## src/design/phy_rx_pkg.sv

```systemverilog
// 10G PCS receive link monitor shared codes, enums and counter limits
`default_nettype none

package phy_rx_pkg;

    // 64b/66b sync header
    localparam int hdr_w = 2;
    localparam logic [hdr_w-1:0] sync_data = 2'b10;
    localparam logic [hdr_w-1:0] sync_ctrl = 2'b01;

    // 125 us at 6.4 ns per block
    localparam int default_window_cycles = 19531;

    // block lock limits, counted over groups of 64 headers
    localparam int lock_good_count = 64;
    localparam int lock_bad_limit = 16;
    localparam int slip_hold_cycles = 4;

    // invalid headers per window for high BER
    localparam int ber_bad_limit = 16;

    // saturating block error count per watchdog window
    localparam int block_err_limit = 1023;

    // control block type field, data bits 7:0
    typedef enum logic [7:0] {
        bt_ctrl    = 8'h1e,
        bt_start_4 = 8'h33,
        bt_os      = 8'h4b,
        bt_start_0 = 8'h78,
        bt_term_0  = 8'h87,
        bt_term_1  = 8'h99,
        bt_term_2  = 8'haa,
        bt_term_3  = 8'hb4,
        bt_term_4  = 8'hcc,
        bt_term_5  = 8'hd2,
        bt_term_6  = 8'he1,
        bt_term_7  = 8'hff
    } block_type_t;

    typedef enum logic [1:0] {
        lock_reset,
        lock_test,
        lock_slip,
        lock_good
    } lock_state_t;

endpackage

`default_nettype wire

```

## src/design/rx_block_lock.sv

```systemverilog
// block lock FSM, aligns on valid sync headers and requests gearbox bit-slips
`timescale 1ns/1ps
`default_nettype none

module rx_block_lock (
    input  wire logic                         clk,
    input  wire logic                         rst,
    input  wire logic [phy_rx_pkg::hdr_w-1:0] serdes_rx_hdr,
    output logic                              serdes_rx_bitslip,
    output logic                              rx_block_lock
);
    import phy_rx_pkg::*;

    localparam int sh_cnt_w = $clog2(lock_good_count);
    localparam int bad_cnt_w = $clog2(lock_bad_limit);
    localparam int hold_w = $clog2(slip_hold_cycles);

    lock_state_t          state;
    logic [sh_cnt_w-1:0]  sh_cnt;
    logic [bad_cnt_w-1:0] bad_cnt;
    logic [hold_w-1:0]    hold_cnt;
    logic                 sh_valid;
    logic                 group_end;

    assign sh_valid = (serdes_rx_hdr == sync_data) || (serdes_rx_hdr == sync_ctrl);
    assign group_end = (sh_cnt == sh_cnt_w'(lock_good_count - 1));

    always_ff @(posedge clk or posedge rst) begin
        if (rst) begin
            state <= lock_reset;
            sh_cnt <= '0;
            bad_cnt <= '0;
            hold_cnt <= '0;
            serdes_rx_bitslip <= 1'b0;
            rx_block_lock <= 1'b0;
        end else begin
            serdes_rx_bitslip <= 1'b0;
            case (state)
                lock_reset: begin
                    sh_cnt <= '0;
                    bad_cnt <= '0;
                    rx_block_lock <= 1'b0;
                    state <= lock_test;
                end
                lock_test: begin
                    // searching, any invalid header means wrong alignment
                    if (!sh_valid) begin
                        serdes_rx_bitslip <= 1'b1;
                        hold_cnt <= hold_w'(slip_hold_cycles - 1);
                        sh_cnt <= '0;
                        bad_cnt <= '0;
                        state <= lock_slip;
                    end else if (group_end) begin
                        sh_cnt <= '0;
                        rx_block_lock <= 1'b1;
                        state <= lock_good;
                    end else begin
                        sh_cnt <= sh_cnt + 1'b1;
                    end
                end
                lock_good: begin
                    if (!sh_valid && bad_cnt == bad_cnt_w'(lock_bad_limit - 1)) begin
                        serdes_rx_bitslip <= 1'b1;
                        rx_block_lock <= 1'b0;
                        hold_cnt <= hold_w'(slip_hold_cycles - 1);
                        sh_cnt <= '0;
                        bad_cnt <= '0;
                        state <= lock_slip;
                    end else if (group_end) begin
                        // group done with fewer than the limit, lock holds
                        sh_cnt <= '0;
                        bad_cnt <= '0;
                    end else begin
                        sh_cnt <= sh_cnt + 1'b1;
                        if (!sh_valid) begin
                            bad_cnt <= bad_cnt + 1'b1;
                        end
                    end
                end
                lock_slip: begin
                    // headers masked while the gearbox settles
                    if (hold_cnt == '0) begin
                        state <= lock_test;
                    end else begin
                        hold_cnt <= hold_cnt - 1'b1;
                    end
                end
                default: begin
                    state <= lock_reset;
                end
            endcase
        end
    end

endmodule

`default_nettype wire

```

## src/design/rx_ber_monitor.sv

```systemverilog
// bit error rate monitor, counts invalid sync headers per window
`timescale 1ns/1ps
`default_nettype none

module rx_ber_monitor #(
    parameter int window_cycles = phy_rx_pkg::default_window_cycles
) (
    input  wire logic                         clk,
    input  wire logic                         rst,
    input  wire logic [phy_rx_pkg::hdr_w-1:0] serdes_rx_hdr,
    input  wire logic                         rx_block_lock,
    output logic                              rx_high_ber
);
    import phy_rx_pkg::*;

    localparam int win_w = $clog2(window_cycles + 1);
    localparam int ber_cnt_w = $clog2(ber_bad_limit + 1);

    logic [win_w-1:0]     win_cnt;
    logic [ber_cnt_w-1:0] ber_cnt;
    logic [ber_cnt_w-1:0] ber_cnt_next;
    logic                 hdr_bad;

    assign hdr_bad = rx_block_lock && (serdes_rx_hdr != sync_data)
                     && (serdes_rx_hdr != sync_ctrl);

    // saturates at the limit, includes the header of the current cycle
    always_comb begin
        ber_cnt_next = ber_cnt;
        if (hdr_bad && ber_cnt != ber_cnt_w'(ber_bad_limit)) begin
            ber_cnt_next = ber_cnt + 1'b1;
        end
    end

    always_ff @(posedge clk or posedge rst) begin
        if (rst) begin
            win_cnt <= win_w'(window_cycles);
            ber_cnt <= '0;
            rx_high_ber <= 1'b0;
        end else begin
            if (win_cnt == '0) begin
                win_cnt <= win_w'(window_cycles);
                ber_cnt <= '0;
                rx_high_ber <= (ber_cnt_next == ber_cnt_w'(ber_bad_limit));
            end else begin
                win_cnt <= win_cnt - 1'b1;
                ber_cnt <= ber_cnt_next;
            end
        end
    end

endmodule

`default_nettype wire

```

## src/design/rx_block_checker.sv

```systemverilog
// control block checker, flags unknown block types and start/terminate order errors
`timescale 1ns/1ps
`default_nettype none

module rx_block_checker (
    input  wire logic                         clk,
    input  wire logic                         rst,
    input  wire logic [phy_rx_pkg::hdr_w-1:0] serdes_rx_hdr,
    input  wire logic [63:0]                  serdes_rx_data,
    input  wire logic                         rx_block_lock,
    output logic                              rx_bad_block,
    output logic                              rx_sequence_error
);
    import phy_rx_pkg::*;

    block_type_t blk_type;
    logic        hdr_valid;
    logic        is_ctrl;
    logic        type_legal;
    logic        is_start;
    logic        is_term;
    logic        in_frame;

    assign blk_type = block_type_t'(serdes_rx_data[7:0]);
    assign hdr_valid = (serdes_rx_hdr == sync_data) || (serdes_rx_hdr == sync_ctrl);
    assign is_ctrl = (serdes_rx_hdr == sync_ctrl);

    always_comb begin
        type_legal = 1'b0;
        is_start = 1'b0;
        is_term = 1'b0;
        case (blk_type)
            bt_ctrl, bt_os: begin
                type_legal = 1'b1;
            end
            bt_start_0, bt_start_4: begin
                type_legal = 1'b1;
                is_start = 1'b1;
            end
            bt_term_0, bt_term_1, bt_term_2, bt_term_3,
            bt_term_4, bt_term_5, bt_term_6, bt_term_7: begin
                type_legal = 1'b1;
                is_term = 1'b1;
            end
            default: begin
                type_legal = 1'b0;
            end
        endcase
    end

    always_ff @(posedge clk or posedge rst) begin
        if (rst) begin
            rx_bad_block <= 1'b0;
            rx_sequence_error <= 1'b0;
            in_frame <= 1'b0;
        end else begin
            rx_bad_block <= 1'b0;
            rx_sequence_error <= 1'b0;
            if (!rx_block_lock) begin
                // frame state means nothing without alignment
                in_frame <= 1'b0;
            end else if (!hdr_valid) begin
                rx_bad_block <= 1'b1;
            end else if (is_ctrl) begin
                if (!type_legal) begin
                    rx_bad_block <= 1'b1;
                end else if (is_start) begin
                    rx_sequence_error <= in_frame;
                    in_frame <= 1'b1;
                end else if (is_term) begin
                    rx_sequence_error <= !in_frame;
                    in_frame <= 1'b0;
                end
            end
        end
    end

endmodule

`default_nettype wire

```

## src/design/rx_watchdog.sv

```systemverilog
// serdes watchdog, window based link status and serdes reset request
`timescale 1ns/1ps
`default_nettype none

module rx_watchdog #(
    parameter int window_cycles = phy_rx_pkg::default_window_cycles
) (
    input  wire logic                         clk,
    input  wire logic                         rst,
    input  wire logic [phy_rx_pkg::hdr_w-1:0] serdes_rx_hdr,
    input  wire logic                         rx_bad_block,
    input  wire logic                         rx_sequence_error,
    input  wire logic                         rx_block_lock,
    input  wire logic                         rx_high_ber,
    output logic                              serdes_rx_reset_req,
    output logic                              rx_status
);
    import phy_rx_pkg::*;

    localparam int win_w = $clog2(window_cycles + 1);
    localparam int blk_err_w = $clog2(block_err_limit + 1);

    logic [win_w-1:0]     time_cnt;
    logic [win_w-1:0]     time_cnt_next;
    logic [3:0]           error_cnt;
    logic [3:0]           error_cnt_next;
    logic [3:0]           status_cnt;
    logic [3:0]           status_cnt_next;
    logic                 saw_ctrl;
    logic                 saw_ctrl_next;
    logic                 saw_high_ber;
    logic                 saw_high_ber_next;
    logic [blk_err_w-1:0] blk_err_cnt;
    logic [blk_err_w-1:0] blk_err_cnt_next;
    logic                 reset_req_next;
    logic                 status_next;
    logic                 win_bad;

    // no control header, high BER, or too many block errors
    assign win_bad = !saw_ctrl || saw_high_ber
                     || (blk_err_cnt == blk_err_w'(block_err_limit));

    always_comb begin
        time_cnt_next = time_cnt;
        error_cnt_next = error_cnt;
        status_cnt_next = status_cnt;
        saw_ctrl_next = saw_ctrl;
        saw_high_ber_next = saw_high_ber || rx_high_ber;
        blk_err_cnt_next = blk_err_cnt;
        reset_req_next = 1'b0;
        status_next = rx_status;

        if (rx_block_lock) begin
            if (serdes_rx_hdr == sync_ctrl) begin
                saw_ctrl_next = 1'b1;
            end
            if ((rx_bad_block || rx_sequence_error)
                    && blk_err_cnt != blk_err_w'(block_err_limit)) begin
                blk_err_cnt_next = blk_err_cnt + 1'b1;
            end
        end

        if (time_cnt != '0) begin
            time_cnt_next = time_cnt - 1'b1;
        end else begin
            time_cnt_next = win_w'(window_cycles);
            if (win_bad) begin
                status_cnt_next = '0;
                status_next = 1'b0;
                if (&error_cnt) begin
                    error_cnt_next = '0;
                    reset_req_next = 1'b1;
                end else begin
                    error_cnt_next = error_cnt + 1'b1;
                end
            end else begin
                error_cnt_next = '0;
                if (&status_cnt) begin
                    status_next = 1'b1;
                end else begin
                    status_cnt_next = status_cnt + 1'b1;
                end
            end
            saw_ctrl_next = 1'b0;
            saw_high_ber_next = 1'b0;
            blk_err_cnt_next = '0;
        end

        // lock loss wins over a good window end
        if (!rx_block_lock) begin
            status_next = 1'b0;
            status_cnt_next = '0;
        end
    end

    always_ff @(posedge clk or posedge rst) begin
        if (rst) begin
            time_cnt <= win_w'(window_cycles);
            error_cnt <= '0;
            status_cnt <= '0;
            saw_ctrl <= 1'b0;
            saw_high_ber <= 1'b0;
            blk_err_cnt <= '0;
            serdes_rx_reset_req <= 1'b0;
            rx_status <= 1'b0;
        end else begin
            time_cnt <= time_cnt_next;
            error_cnt <= error_cnt_next;
            status_cnt <= status_cnt_next;
            saw_ctrl <= saw_ctrl_next;
            saw_high_ber <= saw_high_ber_next;
            blk_err_cnt <= blk_err_cnt_next;
            serdes_rx_reset_req <= reset_req_next;
            rx_status <= status_next;
        end
    end

endmodule

`default_nettype wire

```

## src/design/phy_rx_monitor_top.sv

```systemverilog
// 10G PCS receive link monitor, block lock, BER, block checks and watchdog
`timescale 1ns/1ps
`default_nettype none

module phy_rx_monitor_top #(
    parameter int window_cycles = phy_rx_pkg::default_window_cycles
) (
    input  wire logic                         clk,
    input  wire logic                         rst,
    input  wire logic [phy_rx_pkg::hdr_w-1:0] serdes_rx_hdr,
    input  wire logic [63:0]                  serdes_rx_data,
    output wire logic                         serdes_rx_bitslip,
    output wire logic                         serdes_rx_reset_req,
    output wire logic                         rx_block_lock,
    output wire logic                         rx_high_ber,
    output wire logic                         rx_bad_block,
    output wire logic                         rx_sequence_error,
    output wire logic                         rx_status
);

    rx_block_lock i_rx_block_lock (
        .clk               (clk),
        .rst               (rst),
        .serdes_rx_hdr     (serdes_rx_hdr),
        .serdes_rx_bitslip (serdes_rx_bitslip),
        .rx_block_lock     (rx_block_lock)
    );

    rx_ber_monitor #(
        .window_cycles (window_cycles)
    ) i_rx_ber_monitor (
        .clk           (clk),
        .rst           (rst),
        .serdes_rx_hdr (serdes_rx_hdr),
        .rx_block_lock (rx_block_lock),
        .rx_high_ber   (rx_high_ber)
    );

    rx_block_checker i_rx_block_checker (
        .clk               (clk),
        .rst               (rst),
        .serdes_rx_hdr     (serdes_rx_hdr),
        .serdes_rx_data    (serdes_rx_data),
        .rx_block_lock     (rx_block_lock),
        .rx_bad_block      (rx_bad_block),
        .rx_sequence_error (rx_sequence_error)
    );

    // high BER feeds the watchdog as a bad window marker
    rx_watchdog #(
        .window_cycles (window_cycles)
    ) i_rx_watchdog (
        .clk                 (clk),
        .rst                 (rst),
        .serdes_rx_hdr       (serdes_rx_hdr),
        .rx_bad_block        (rx_bad_block),
        .rx_sequence_error   (rx_sequence_error),
        .rx_block_lock       (rx_block_lock),
        .rx_high_ber         (rx_high_ber),
        .serdes_rx_reset_req (serdes_rx_reset_req),
        .rx_status           (rx_status)
    );

endmodule

`default_nettype wire

```

## config.mk

```make
export PLATFORM = sky130hd
export DESIGN_NAME = phy_rx_monitor_top
export DESIGN_NICKNAME = d
export VERILOG_FILES = /design/src/design/phy_rx_pkg.sv /design/src/design/rx_block_lock.sv /design/src/design/rx_ber_monitor.sv /design/src/design/rx_block_checker.sv /design/src/design/rx_watchdog.sv /design/src/design/phy_rx_monitor_top.sv
export SDC_FILE = /design/constraint.sdc
export NUM_CORES = 1
export LEC_CHECK = 0
export BUFFER_PORTS_ARGS = -buffer_cell sky130_fd_sc_hd__buf_2
export CAP_MARGIN = 5
export CORE_UTILIZATION = 45
export CTS_CLUSTER_SIZE = 8
export DETAILED_ROUTE_END_ITERATION = 10
export GPL_ROUTABILITY_DRIVEN = 0
export PLACE_DENSITY = 0.69
export SLEW_MARGIN = 10
export SYNTH_ARGS = -nofsm -noshare
export SYNTH_HDL_FRONTEND = slang
export SYNTH_SLANG_ARGS = --single-unit
export TNS_END_PERCENT = 10
```

## constraint.sdc

```tcl
create_clock -name clk -period 3.6 [get_ports clk]
set_input_delay 0.9 -clock clk [delete_from_list [all_inputs] [get_ports clk]]
set_output_delay 0.9 -clock clk [all_outputs]
set_load 0.05 [all_outputs]
```

==> results.txt, run 1 <==
----------------------------------------------------
[Run status]
  Result of the run ... finished clean

[Critical path]
  Worst flop-to-flop path endpoint ... i_rx_watchdog.status_cnt[1]
  Slowest cell on the critical path ... sky130_fd_sc_hd__and3_1
  Type of the worst setup path ... reg -> reg
  Worst reg-to-reg setup slack ... 1.21 ns
  Startpoint types ... flip-flop
  Largest fanout on the critical path ... 15
  Bufs and invs on worst path ... 1
  R2R depth ... 7
  Launching point of the worst reg2reg path ... i_rx_watchdog.time_cnt[0]
  Cell Chain, Critical Path ... inv_1 -> ha_1 -> nor3b_1 -> and2_1 -> and3_1 -> nand3_1 -> o22ai_1
  Kind of cell adding the most delay to the critical path ... simple AND/OR/NAND/NOR gates
  Slowest cell delay on critical path ... 0.53 ns
  Critical Path Sink Type ... flip-flop
  Data required time at the worst endpoint ... 3.86 ns
  Crit path arrival time ... 2.64 ns

[Timing]
  Unrepaired setup endpoints after global routing ... false
  Max-slew headroom ... 0.5609
  Highest clock frequency the design can meet ... 418.8 MHz
  TNS Setup ... 0 ns
  Count of final hold-check violations ... 0
  Period utilisation layout ... 0.6633
  Clk_skew ... 0.01768 ns
  Slew of the pin with the lowest slew margin ... 0.6573 ns
  Final WS setup ... 1.212 ns
  Endpoints failing setup ... 0
  Number of pins exceeding their max-slew limit in the final report ... 0
  Hold slack ... 0.4744 ns
  Minimum clock period ... 2.388 ns

[Min path]
  Cell count of the worst hold path ... 1
  Hold Path Sink ... i_rx_ber_monitor.win_cnt[0]
  Hold WC Path Type ... reg -> reg
  Startpoint of the most critical hold path ... i_rx_ber_monitor.win_cnt[0]

[Floorplanning]
  Initial Utilization ... 0.4666
  Die outline area ... 9426 sq um
  Horiz. Die Dim ... 97.09 um
  Die height ... 97.09 um
  Ports ... 75
  Number of standard-cell rows in the floorplan ... 34
  Core region area ... 8721 sq um

[Route]
  Total DRC errors in the routed layout ... 0
  Vias per Instance ... 5.531
  Final wirelength ... 7367 um
  Violation count after the first detailed-route iteration ... 117
  Remaining number of nets flagged by the antenna check after routing ... 0
  Number of vias in the routed layout ... 3064
  Detailed-router iteration count before antenna repair ... 4
  Average routed wire per standard cell ... 13.30 um

[CTS]
  Max clock buf depth ... 2
  Root Buffer Master ... sky130_fd_sc_hd__clkbuf_8
  Worst-path clk slew ... 0.09 ns
  CTS tree ... yes
  Post-cts hold buffer count ... 0
  Number of H-tree branching levels ... 3
  Buffers inserted by post-CTS timing repair ... 0
  Post-CTS Resized ... 0
  CTS sink count ... 77
  Clock insertion delay at the later pin of the skew report ... 0.35 ns
  Number of buffers added by the clock tree synthesis step ... 9

[Placed design]
  Input/output buffers ... 18
  Placement Setup Slack ... 0.9331 ns
  Number of placed instances, taps included ... 538
  Detailed Place HPWL ... 5108 um

[Logic synthesis]
  Netlist area before placement ... 4069 sq um
  Cell types with the highest counts after synthesis ... sky130_fd_sc_hd__dfrtp_1, sky130_fd_sc_hd__nand2_1, sky130_fd_sc_hd__nor2_1
  Most repeated cell in the gate-level netlist after synthesis ... sky130_fd_sc_hd__dfrtp_1
  Count of unique library cells instantiated by Yosys ... 57
  Number of synthesized register bits ... 77
  Main synth FF type ... sky130_fd_sc_hd__dfrtp_1
  Post-synthesis sequential area ratio ... 0.4779
  Mapped Nets ... 500
  Synth top area share ... 0.3875
  Cell count after synthesis ... 420
  Leading post-synthesis cells by cell area ... sky130_fd_sc_hd__dfrtp_1, sky130_fd_sc_hd__dfstp_2, sky130_fd_sc_hd__nand2_1
  Number of flops mapped to enable cells by yosys ... 0
  Mean instance size in the synthesized netlist ... 9.688 sq um
  Syn. warnings ... 0
  Async set or reset register ratio after synthesis ... 1.000
  Dominant cell type by area after synthesis ... sky130_fd_sc_hd__dfrtp_1

[Layout]
  Count of placed standard cells in the final layout, fillers left out ... 554
  Post-layout net count ... 521
  Antenna Diode Count ... 0
  Share of post-route cells with drive strength above 1 ... 0.1457
  Area delta synth->final ... 10.76%

[Pwr]
  Switching power ... 0.5419 mW
  Comb power frac ... 0.128
  Cell internal pwr ... 1.517 mW
  Cell Pwr Density ... 456.8 nW/um^2
  Proportion of total power due to net switching ... 0.2632
  Sequential fraction of design power ... 0.490
  Final Total Pwr ... 2.059 mW
  Leakage power summed over all cells ... 2.025 nW
  Peak supply drop ... 0.0002258 V
  Clock share of power ... 0.382

[GRT]
  Largest net degree at the start of global routing ... 28
  Number of antenna violations at the first check in global routing ... 0
  First-pass GRT wire length ... 13190 um
  Overflow after GRT ... 0
  Number of global-route vias before repair ... 2982
  Overall global routing resource usage ... 0.1707

[Run]
  Max-cap check violation count ... 0

----------------------------------------------------
layer usage:
layer / up-vias / global-route usage / wire length (um)
met5: - / 0 / 0
met4: 0 / 0.05511 / 95
met3: 13 / 0.04029 / 231
met2: 41 / 0.2866 / 3543
met1: 1468 / 0.2175 / 3496
li1: 1542 / - / -
logic make-up (layout without fill, tap and decap cells):
group | after synthesis | count (layout) | share of synthesized area
and+or+nand+nor | 191 | 191 | 0.2537
muxes | 3 | 3 | 0.007688
adders and majority gates | 12 | 12 | 0.03690
xor gates and xnor gates | 35 | 35 | 0.07534
AOI/OAI and AO/OA | 72 | 72 | 0.1178
DFF | 77 | 77 | 0.4779
buffers and inverters | 30 | 56 | 0.03075
sequential cells by signal, summed over array words and instances (netlist names), 2 cells and up:
register,count
i_rx_ber_monitor.ber_cnt,5
i_rx_watchdog.blk_err_cnt,10
i_rx_watchdog.status_cnt,4
i_rx_block_lock.bad_cnt,4
i_rx_block_lock.sh_cnt,6
i_rx_ber_monitor.win_cnt,15
i_rx_block_lock.hold_cnt,2
i_rx_watchdog.time_cnt,15
i_rx_block_lock.state,2
i_rx_watchdog.error_cnt,4
cells in the final DEF (no fill, tap or decap), drive strengths merged, types with 3 or more instances in the layout:
| cell | netlist | final |
|---|---|---|
| xor2 | 16 | 16 |
| a21oi | 15 | 15 |
| nand2b | 11 | 11 |
| xnor2 | 19 | 19 |
| and4 | 3 | 3 |
| nand4 | 6 | 6 |
| a31oi | 7 | 7 |
| ha | 12 | 12 |
| o22ai | 5 | 5 |
| or3 | 5 | 5 |
| nand3 | 18 | 18 |
| buf | 5 | 22 |
| clkbuf | 7 | 10 |
| bufinv | 0 | 3 |
| nor4bb | 5 | 5 |
| dfrtp | 63 | 63 |
| clkinv | 0 | 3 |
| o31ai | 5 | 5 |
| nor3 | 10 | 10 |
| nor4 | 14 | 14 |
| nand3b | 4 | 4 |
| and3 | 8 | 8 |
| nor2b | 4 | 4 |
| nor2 | 45 | 45 |
| o21ai | 17 | 17 |
| dfstp | 14 | 14 |
| nor3b | 3 | 3 |
| nand2 | 47 | 47 |
| inv | 18 | 18 |
cell type report:
type / count / area, sq um
clock inverters: 6 / 112.6
multi-input cells: 313 / 1999
well taps: 108 / 135.1
clock buffers: 10 / 127.6
repair buffers: 22 / 120.1
fillers: 770 / 4214
flip-flops and latches: 77 / 1944
inverters: 18 / 67.56
worst max-delay path by stage:
stage / end / slack [ns] / from / depth (start not counted)
after floorplan: i_rx_ber_monitor.ber_cnt[0] / 0.76 / rst / 1
after global placement: i_rx_block_lock.hold_cnt[1] / 0.92 / serdes_rx_hdr[0] / 8
after detailed placement: i_rx_block_lock.hold_cnt[1] / 0.93 / serdes_rx_hdr[0] / 8
after CTS: i_rx_watchdog.status_cnt[1] / 1.18 / i_rx_watchdog.time_cnt[0] / 7
after global routing: i_rx_watchdog.status_cnt[2] / 0.98 / i_rx_watchdog.time_cnt[0] / 7
final: i_rx_watchdog.status_cnt[1] / 1.21 / i_rx_watchdog.time_cnt[0] / 7
worst register-to-register path, delay by kind of cell, from the launching register on:
kind                     cells  cell delay (ns)
AO/OA/AOI/OAI                1             0.23
flip-flops                   1             0.39
buffers and inverters        1             0.05
AND/OR/NAND/NOR              4             1.45
adder cells (fa/ha/maj)      1             0.17
power by group through the flow:
stage	Sequential [mW]	Combinational, mW	Clock (mW)
after global placement	1.02	0.254	0
after detailed placement	1.02	0.265	0
after CTS	1.01	0.268	0.810
after floorplan	1.00	0.213	0
after global routing	1.02	0.307	0.838
final	1.01	0.264	0.786
through the flow:
| step | area [sq um] | util |
|---|---|---|
| floorplan | 4069 | - |
| CTS | 4507 | 0.5168 |
| global placement | 4267 | 0.4892 |
| detailed placement | 4267 | 0.4892 |
| global route | 4507 | 0.5168 |
| finish | 4507 | 0.5168 |
No activity file was read; power rests on OpenSTA's default activity.
==> inputs of run 2 (changes only) <==
clock period = 2.3 ns   (was 3.6 ns; I/O delays follow)
==> run 2 against run 1 <==
  * Worst setup slack got worse by 1.0 ns
  * Clock-buffer cell count grew 1
  * Hold slack worse by 0.16 ns
  * Combinational power increased by 59%
  * Fmax increased by 14%
  * Global-route usage hardly changed
  * Sequential power is 56% higher
  * Power rose by 47%
  * Largest power group unchanged
==> results.txt, run 2 (synthesis gave the netlist of run 1 again) <==
----------------------------------------------------
[Run status]
  Result of the run ... finished clean

[Critical path]
  R2R depth ... 7
  First element of the critical path ... i_rx_watchdog.time_cnt[0]
  Critical Path Sink Type ... flip-flop
  Largest fanout on the critical path ... 8
  Launching point of the worst reg2reg path ... i_rx_watchdog.time_cnt[0]
  Crit path arrival time ... 2.37 ns
  Startpoint types ... flip-flop
  Data required time at the worst endpoint ... 2.57 ns
  Type of the worst setup path ... reg -> reg

[Placed design]
  Number of placed instances, taps included ... 545
  Placement Setup Slack ... 0.1511 ns
  Input/output buffers ... 18
  Cell Area, Placed ... 4335 sq um
  Detailed Place HPWL ... 5152 um

[Timing]
  Unrepaired setup endpoints after global routing ... false
  Number of pins exceeding their max-slew limit in the final report ... 0
  TNS Setup ... 0 ns
  Endpoints failing setup ... 0
  Clk_skew ... 0.01206 ns
  Highest clock frequency the design can meet ... 475.6 MHz
  Hold slack ... 0.3163 ns
  Max-slew headroom ... 0.5663
  Final WS setup ... 0.1975 ns
  Slew of the pin with the lowest slew margin ... 0.6506 ns
  Period utilisation layout ... 0.9141
  Minimum clock period ... 2.102 ns
  Count of final hold-check violations ... 0

[Floorplanning]
  Die outline area ... 9426 sq um
  Die height ... 97.09 um
  Number of standard-cell rows in the floorplan ... 34
  Ports ... 75
  Initial Utilization ... 0.4666
  Core region area ... 8721 sq um
  Horiz. Die Dim ... 97.09 um

[Pwr]
  Final Total Pwr ... 3.021 mW
  Leakage power summed over all cells ... 2.041 nW
  Sequential fraction of design power ... 0.522
  Switching power ... 0.8286 mW
  Proportion of total power due to net switching ... 0.2743
  Cell internal pwr ... 2.193 mW
  Cell Pwr Density ... 665.9 nW/um^2
  Comb power frac ... 0.139
  Peak supply drop ... 0.0003838 V
  Clock share of power ... 0.340

[GRT]
  Overall global routing resource usage ... 0.1703
  First-pass GRT wire length ... 13190 um
  Number of antenna violations at the first check in global routing ... 0
  Overflow after GRT ... 0
  Largest net degree at the start of global routing ... 78
  Number of global-route vias before repair ... 2970

[Route]
  Final wirelength ... 7358 um
  Average routed wire per standard cell ... 13.12 um
  Remaining number of nets flagged by the antenna check after routing ... 0
  Number of vias in the routed layout ... 3093
  Violation count after the first detailed-route iteration ... 146
  Vias per Instance ... 5.513
  Total DRC errors in the routed layout ... 0
  Detailed-router iteration count before antenna repair ... 4

[Layout]
  Count of placed standard cells in the final layout, fillers left out ... 561
  Final core occ ... 0.5202
  Most used cells in the layout excluding fill and tap cells ... sky130_fd_sc_hd__dfrtp_1, sky130_fd_sc_hd__nand2_1, sky130_fd_sc_hd__nor2_1
  Post-route standard cell area excluding fillers ... 4537 sq um
  Most common cell after layout, fill and taps aside ... sky130_fd_sc_hd__dfrtp_1
  Area delta synth->final ... 11.50%
  Share of post-route cells with drive strength above 1 ... 0.1589
  Post-layout net count ... 528
  Antenna Diode Count ... 0
  Leading registers by flop count ... i_rx_ber_monitor.win_cnt (15), i_rx_watchdog.time_cnt (15), i_rx_watchdog.blk_err_cnt (10)

[CTS]
  Root Buffer Master ... sky130_fd_sc_hd__clkbuf_8
  Max clock buf depth ... 2
  CTS tree ... yes
  Worst-path clk slew ... 0.08 ns
  Number of H-tree branching levels ... 3
  Post-cts hold buffer count ... 0
  Clock insertion delay at the later pin of the skew report ... 0.35 ns
  Number of buffers added by the clock tree synthesis step ... 9
  CTS sink count ... 77
  Post-CTS Resized ... 0
  Buffers inserted by post-CTS timing repair ... 0

[Min path]
  Hold WC Path Type ... in -> async

[Run]
  Max-cap check violation count ... 0

----------------------------------------------------
==> run 2: cell type report <==
cell class | count | area [sq um]
timing repair buffer | 29 | 185.2
sequential | 77 | 1944
clock inverter | 5 | 60.06
clock buffer | 11 | 141.4
fill | 773 | 4184
tap | 108 | 135.1
inverter | 18 | 71.32
multi-input combinational | 313 | 1999
==> run 2: final timing paths <==
kind,to,slack (ns)
setup reg to reg,i_rx_watchdog.time_cnt[3],0.20
setup / recovery,i_rx_watchdog.time_cnt[3],0.20
hold / removal,i_rx_block_lock.state[0],0.32
min in group clk,i_rx_ber_monitor.win_cnt[0],0.47
max in group asynchronous,i_rx_watchdog.time_cnt[3],1.62
hold reg to reg,i_rx_ber_monitor.win_cnt[0],0.47
==> run 2: power by group through the flow <==
stage | Combinational [mW] | Sequential [mW] | Clock [mW]
floorplan | 0.334 | 1.57 | 0
global placement | 0.408 | 1.59 | 0
detailed placement | 0.431 | 1.60 | 0
CTS | 0.428 | 1.57 | 1.07
global route | 0.476 | 1.60 | 1.13
finish | 0.420 | 1.58 | 1.03
==> run 2: routing by layer <==
| metal | share of wire | GRT usage | vias up |
|---|---|---|---|
| met5 | 0 | 0 | - |
| met4 | 0.0079 | 0.03789 | 0 |
| met3 | 0.029 | 0.05036 | 10 |
| met2 | 0.47 | 0.2811 | 34 |
| met1 | 0.49 | 0.2218 | 1493 |
| li1 | - | - | 1556 |
==> run 2: critical path, stage by stage (launching register included) <==
cell and delay (ns):
sky130_fd_sc_hd__dfstp_2 0.57, sky130_fd_sc_hd__inv_1 0.05, sky130_fd_sc_hd__ha_1 0.21, sky130_fd_sc_hd__nor3b_1 0.16, sky130_fd_sc_hd__and2_1 0.18, sky130_fd_sc_hd__and3_1 0.29
sky130_fd_sc_hd__buf_4 0.21, sky130_fd_sc_hd__or3_1 0.37
==> inputs of run 3 (changes only) <==
CELL_PAD_IN_SITES_DETAIL_PLACEMENT = 1   (was unset)
CELL_PAD_IN_SITES_GLOBAL_PLACEMENT = 1   (was unset)
CORE_UTILIZATION = 43   (was 45)
PLACE_DENSITY = 0.86   (was 0.69)
==> run 3 against run 2 <==
  * Combinational power up 10%
  * Core utilization down 1.7 points
  * Clock skew down 0.00070 ns
  * Power up 9.6%
  * Sequential power about the same
  * Global-route usage up 3.1 points
  * Via count up 4.5%
  * Fmax up 0.62%
  * Cell area up 1.9%
  * Register-to-register slack about the same
  * Critical path depth unchanged
==> results.txt, run 3 (synthesis gave the netlist of run 1 again) <==
----------------------------------------------------
[Run status]
  Result of the run ... finished clean

[CTS]
  Buffers inserted by post-CTS timing repair ... 0
  Post-cts hold buffer count ... 0
  Post-CTS Resized ... 0
  Clock insertion delay at the later pin of the skew report ... 0.36 ns
  Root Buffer Master ... sky130_fd_sc_hd__clkbuf_8
  Number of H-tree branching levels ... 3
  Max clock buf depth ... 2
  CTS tree ... yes
  Worst-path clk slew ... 0.09 ns
  CTS sink count ... 77
  Number of buffers added by the clock tree synthesis step ... 9

[Route]
  Violation count after the first detailed-route iteration ... 88
  Remaining number of nets flagged by the antenna check after routing ... 0
  Average routed wire per standard cell ... 16.28 um
  Vias per Instance ... 5.678
  Number of vias in the routed layout ... 3231
  Total DRC errors in the routed layout ... 0
  Detailed-router iteration count before antenna repair ... 4
  Final wirelength ... 9261 um

[Pwr]
  Leakage power summed over all cells ... 2.086 nW
  Cell Pwr Density ... 716.3 nW/um^2
  Peak supply drop ... 0.0004194 V

[Timing]
  Period utilisation layout ... 0.9085
  Max-slew headroom ... 0.6107
  Clk_skew ... 0.01136 ns
  Number of pins exceeding their max-slew limit in the final report ... 0
  Endpoints failing setup ... 0
  Unrepaired setup endpoints after global routing ... false
  Minimum clock period ... 2.090 ns
  Count of final hold-check violations ... 0
  Highest clock frequency the design can meet ... 478.6 MHz
  Slew of the pin with the lowest slew margin ... 0.5827 ns
  TNS Setup ... 0 ns

[Layout]
  Final core occ ... 0.5029
  Most common cell after layout, fill and taps aside ... sky130_fd_sc_hd__dfrtp_1
  Post-layout net count ... 533
  Area delta synth->final ... 13.65%
  Layout filler cell count ... 1063
  Share of post-route cells with drive strength above 1 ... 0.1681
  Most used cells in the layout excluding fill and tap cells ... sky130_fd_sc_hd__dfrtp_1, sky130_fd_sc_hd__nand2_1, sky130_fd_sc_hd__nor2_1
  Area used by multi-input combinational logic ... 1999 sq um
  Sequential cell area ... 1944 sq um
  Antenna Diode Count ... 0
  Leading registers by flop count ... i_rx_ber_monitor.win_cnt (15), i_rx_watchdog.time_cnt (15), i_rx_watchdog.blk_err_cnt (10)

[Critical path]
  Slowest cell delay on critical path ... 0.57 ns
  Kind of cell adding the most delay to the critical path ... simple AND/OR/NAND/NOR gates
  Critical Path Sink Type ... flip-flop
  Bufs and invs on worst path ... 2
  Data required time at the worst endpoint ... 2.59 ns
  Type of the worst setup path ... reg -> reg
  Cell Chain, Critical Path ... inv_1 -> ha_1 -> nor3b_1 -> buf_4 -> and2_1 -> and3_1 -> or3_1
  Slowest cell on the critical path ... sky130_fd_sc_hd__dfstp_2
  Crit path arrival time ... 2.38 ns
  Startpoint types ... flip-flop
  Largest fanout on the critical path ... 8

[GRT]
  Overflow after GRT ... 0
  First-pass GRT wire length ... 15730 um
  Largest net degree at the start of global routing ... 33
  Number of antenna violations at the first check in global routing ... 0
  Number of global-route vias before repair ... 3376
  Overall global routing resource usage ... 0.2014

[Floorplanning]
  Number of standard-cell rows in the floorplan ... 35
  Ports ... 75
  Initial Utilization ... 0.4424
  Core region area ... 9196 sq um
  Horiz. Die Dim ... 99.28 um
  Die height ... 99.28 um
  Die outline area ... 9856 sq um

[Min path]
  Hold WC Path Type ... in -> async

[Placed design]
  Detailed Place HPWL ... 6583 um
  Input/output buffers ... 18

[Run]
  Max-cap check violation count ... 0

----------------------------------------------------
-- run 3: power by group --
group	switching [mW]	internal (mW)	total [mW]	leakage, nW
Clock	0.519	0.755	1.27	0.120
Sequential	0.117	1.46	1.58	0.982
Combinational	0.257	0.205	0.462	0.983
-- run 3: routing by layer --
metal  share of wire  vias to the layer above  GRT usage
met2            0.52                       33     0.3670
met4           0.019                        0    0.07014
li1                -                     1562          -
met1            0.43                     1617     0.2339
met3           0.023                       19    0.04216
met5               0                        -          0
-- run 3: final cells by class --
cell class	instances	area share
clock buffer	11	0.03057
clock inverter	5	0.02300
inverter	18	0.01542
multi-input combinational	313	0.4324
sequential	77	0.4205
tap	111	0.03003
timing repair buffer	34	0.04816
-- run 3: worst paths after layout --
| path | start | to | slack [ns] | cells past startpoint |
|---|---|---|---|---|
| min in group clk | i_rx_watchdog.time_cnt[0] | i_rx_watchdog.time_cnt[0] | 0.47 | 1 |
| worst max-delay path | i_rx_watchdog.time_cnt[0] | i_rx_watchdog.time_cnt[3] | 0.21 | 7 |
| worst max register to register | i_rx_watchdog.time_cnt[0] | i_rx_watchdog.time_cnt[3] | 0.21 | 7 |
| worst min-delay path | rst | i_rx_block_lock.state[1] | 0.27 | 2 |
| max in group asynchronous | rst | i_rx_ber_monitor.win_cnt[14] | 1.35 | 3 |
| worst min register to register | i_rx_watchdog.time_cnt[0] | i_rx_watchdog.time_cnt[0] | 0.47 | 1 |
-- run 3: per-stage QoR --
stage	hold slack, ns	setup WS [ns]	cells	cell area (sq um)	power, mW
after detailed placement	0.4531	0.09500	553	4377	2.049
after global placement	0.4447	0.1571	553	4377	2.015
after CTS	0.2903	0.2082	569	4624	3.335
final	0.2652	0.2104	569	4624	3.313
after floorplan	0.4351	0.3910	420	4073	1.905
after global routing	0.3063	0.07828	569	4624	3.463
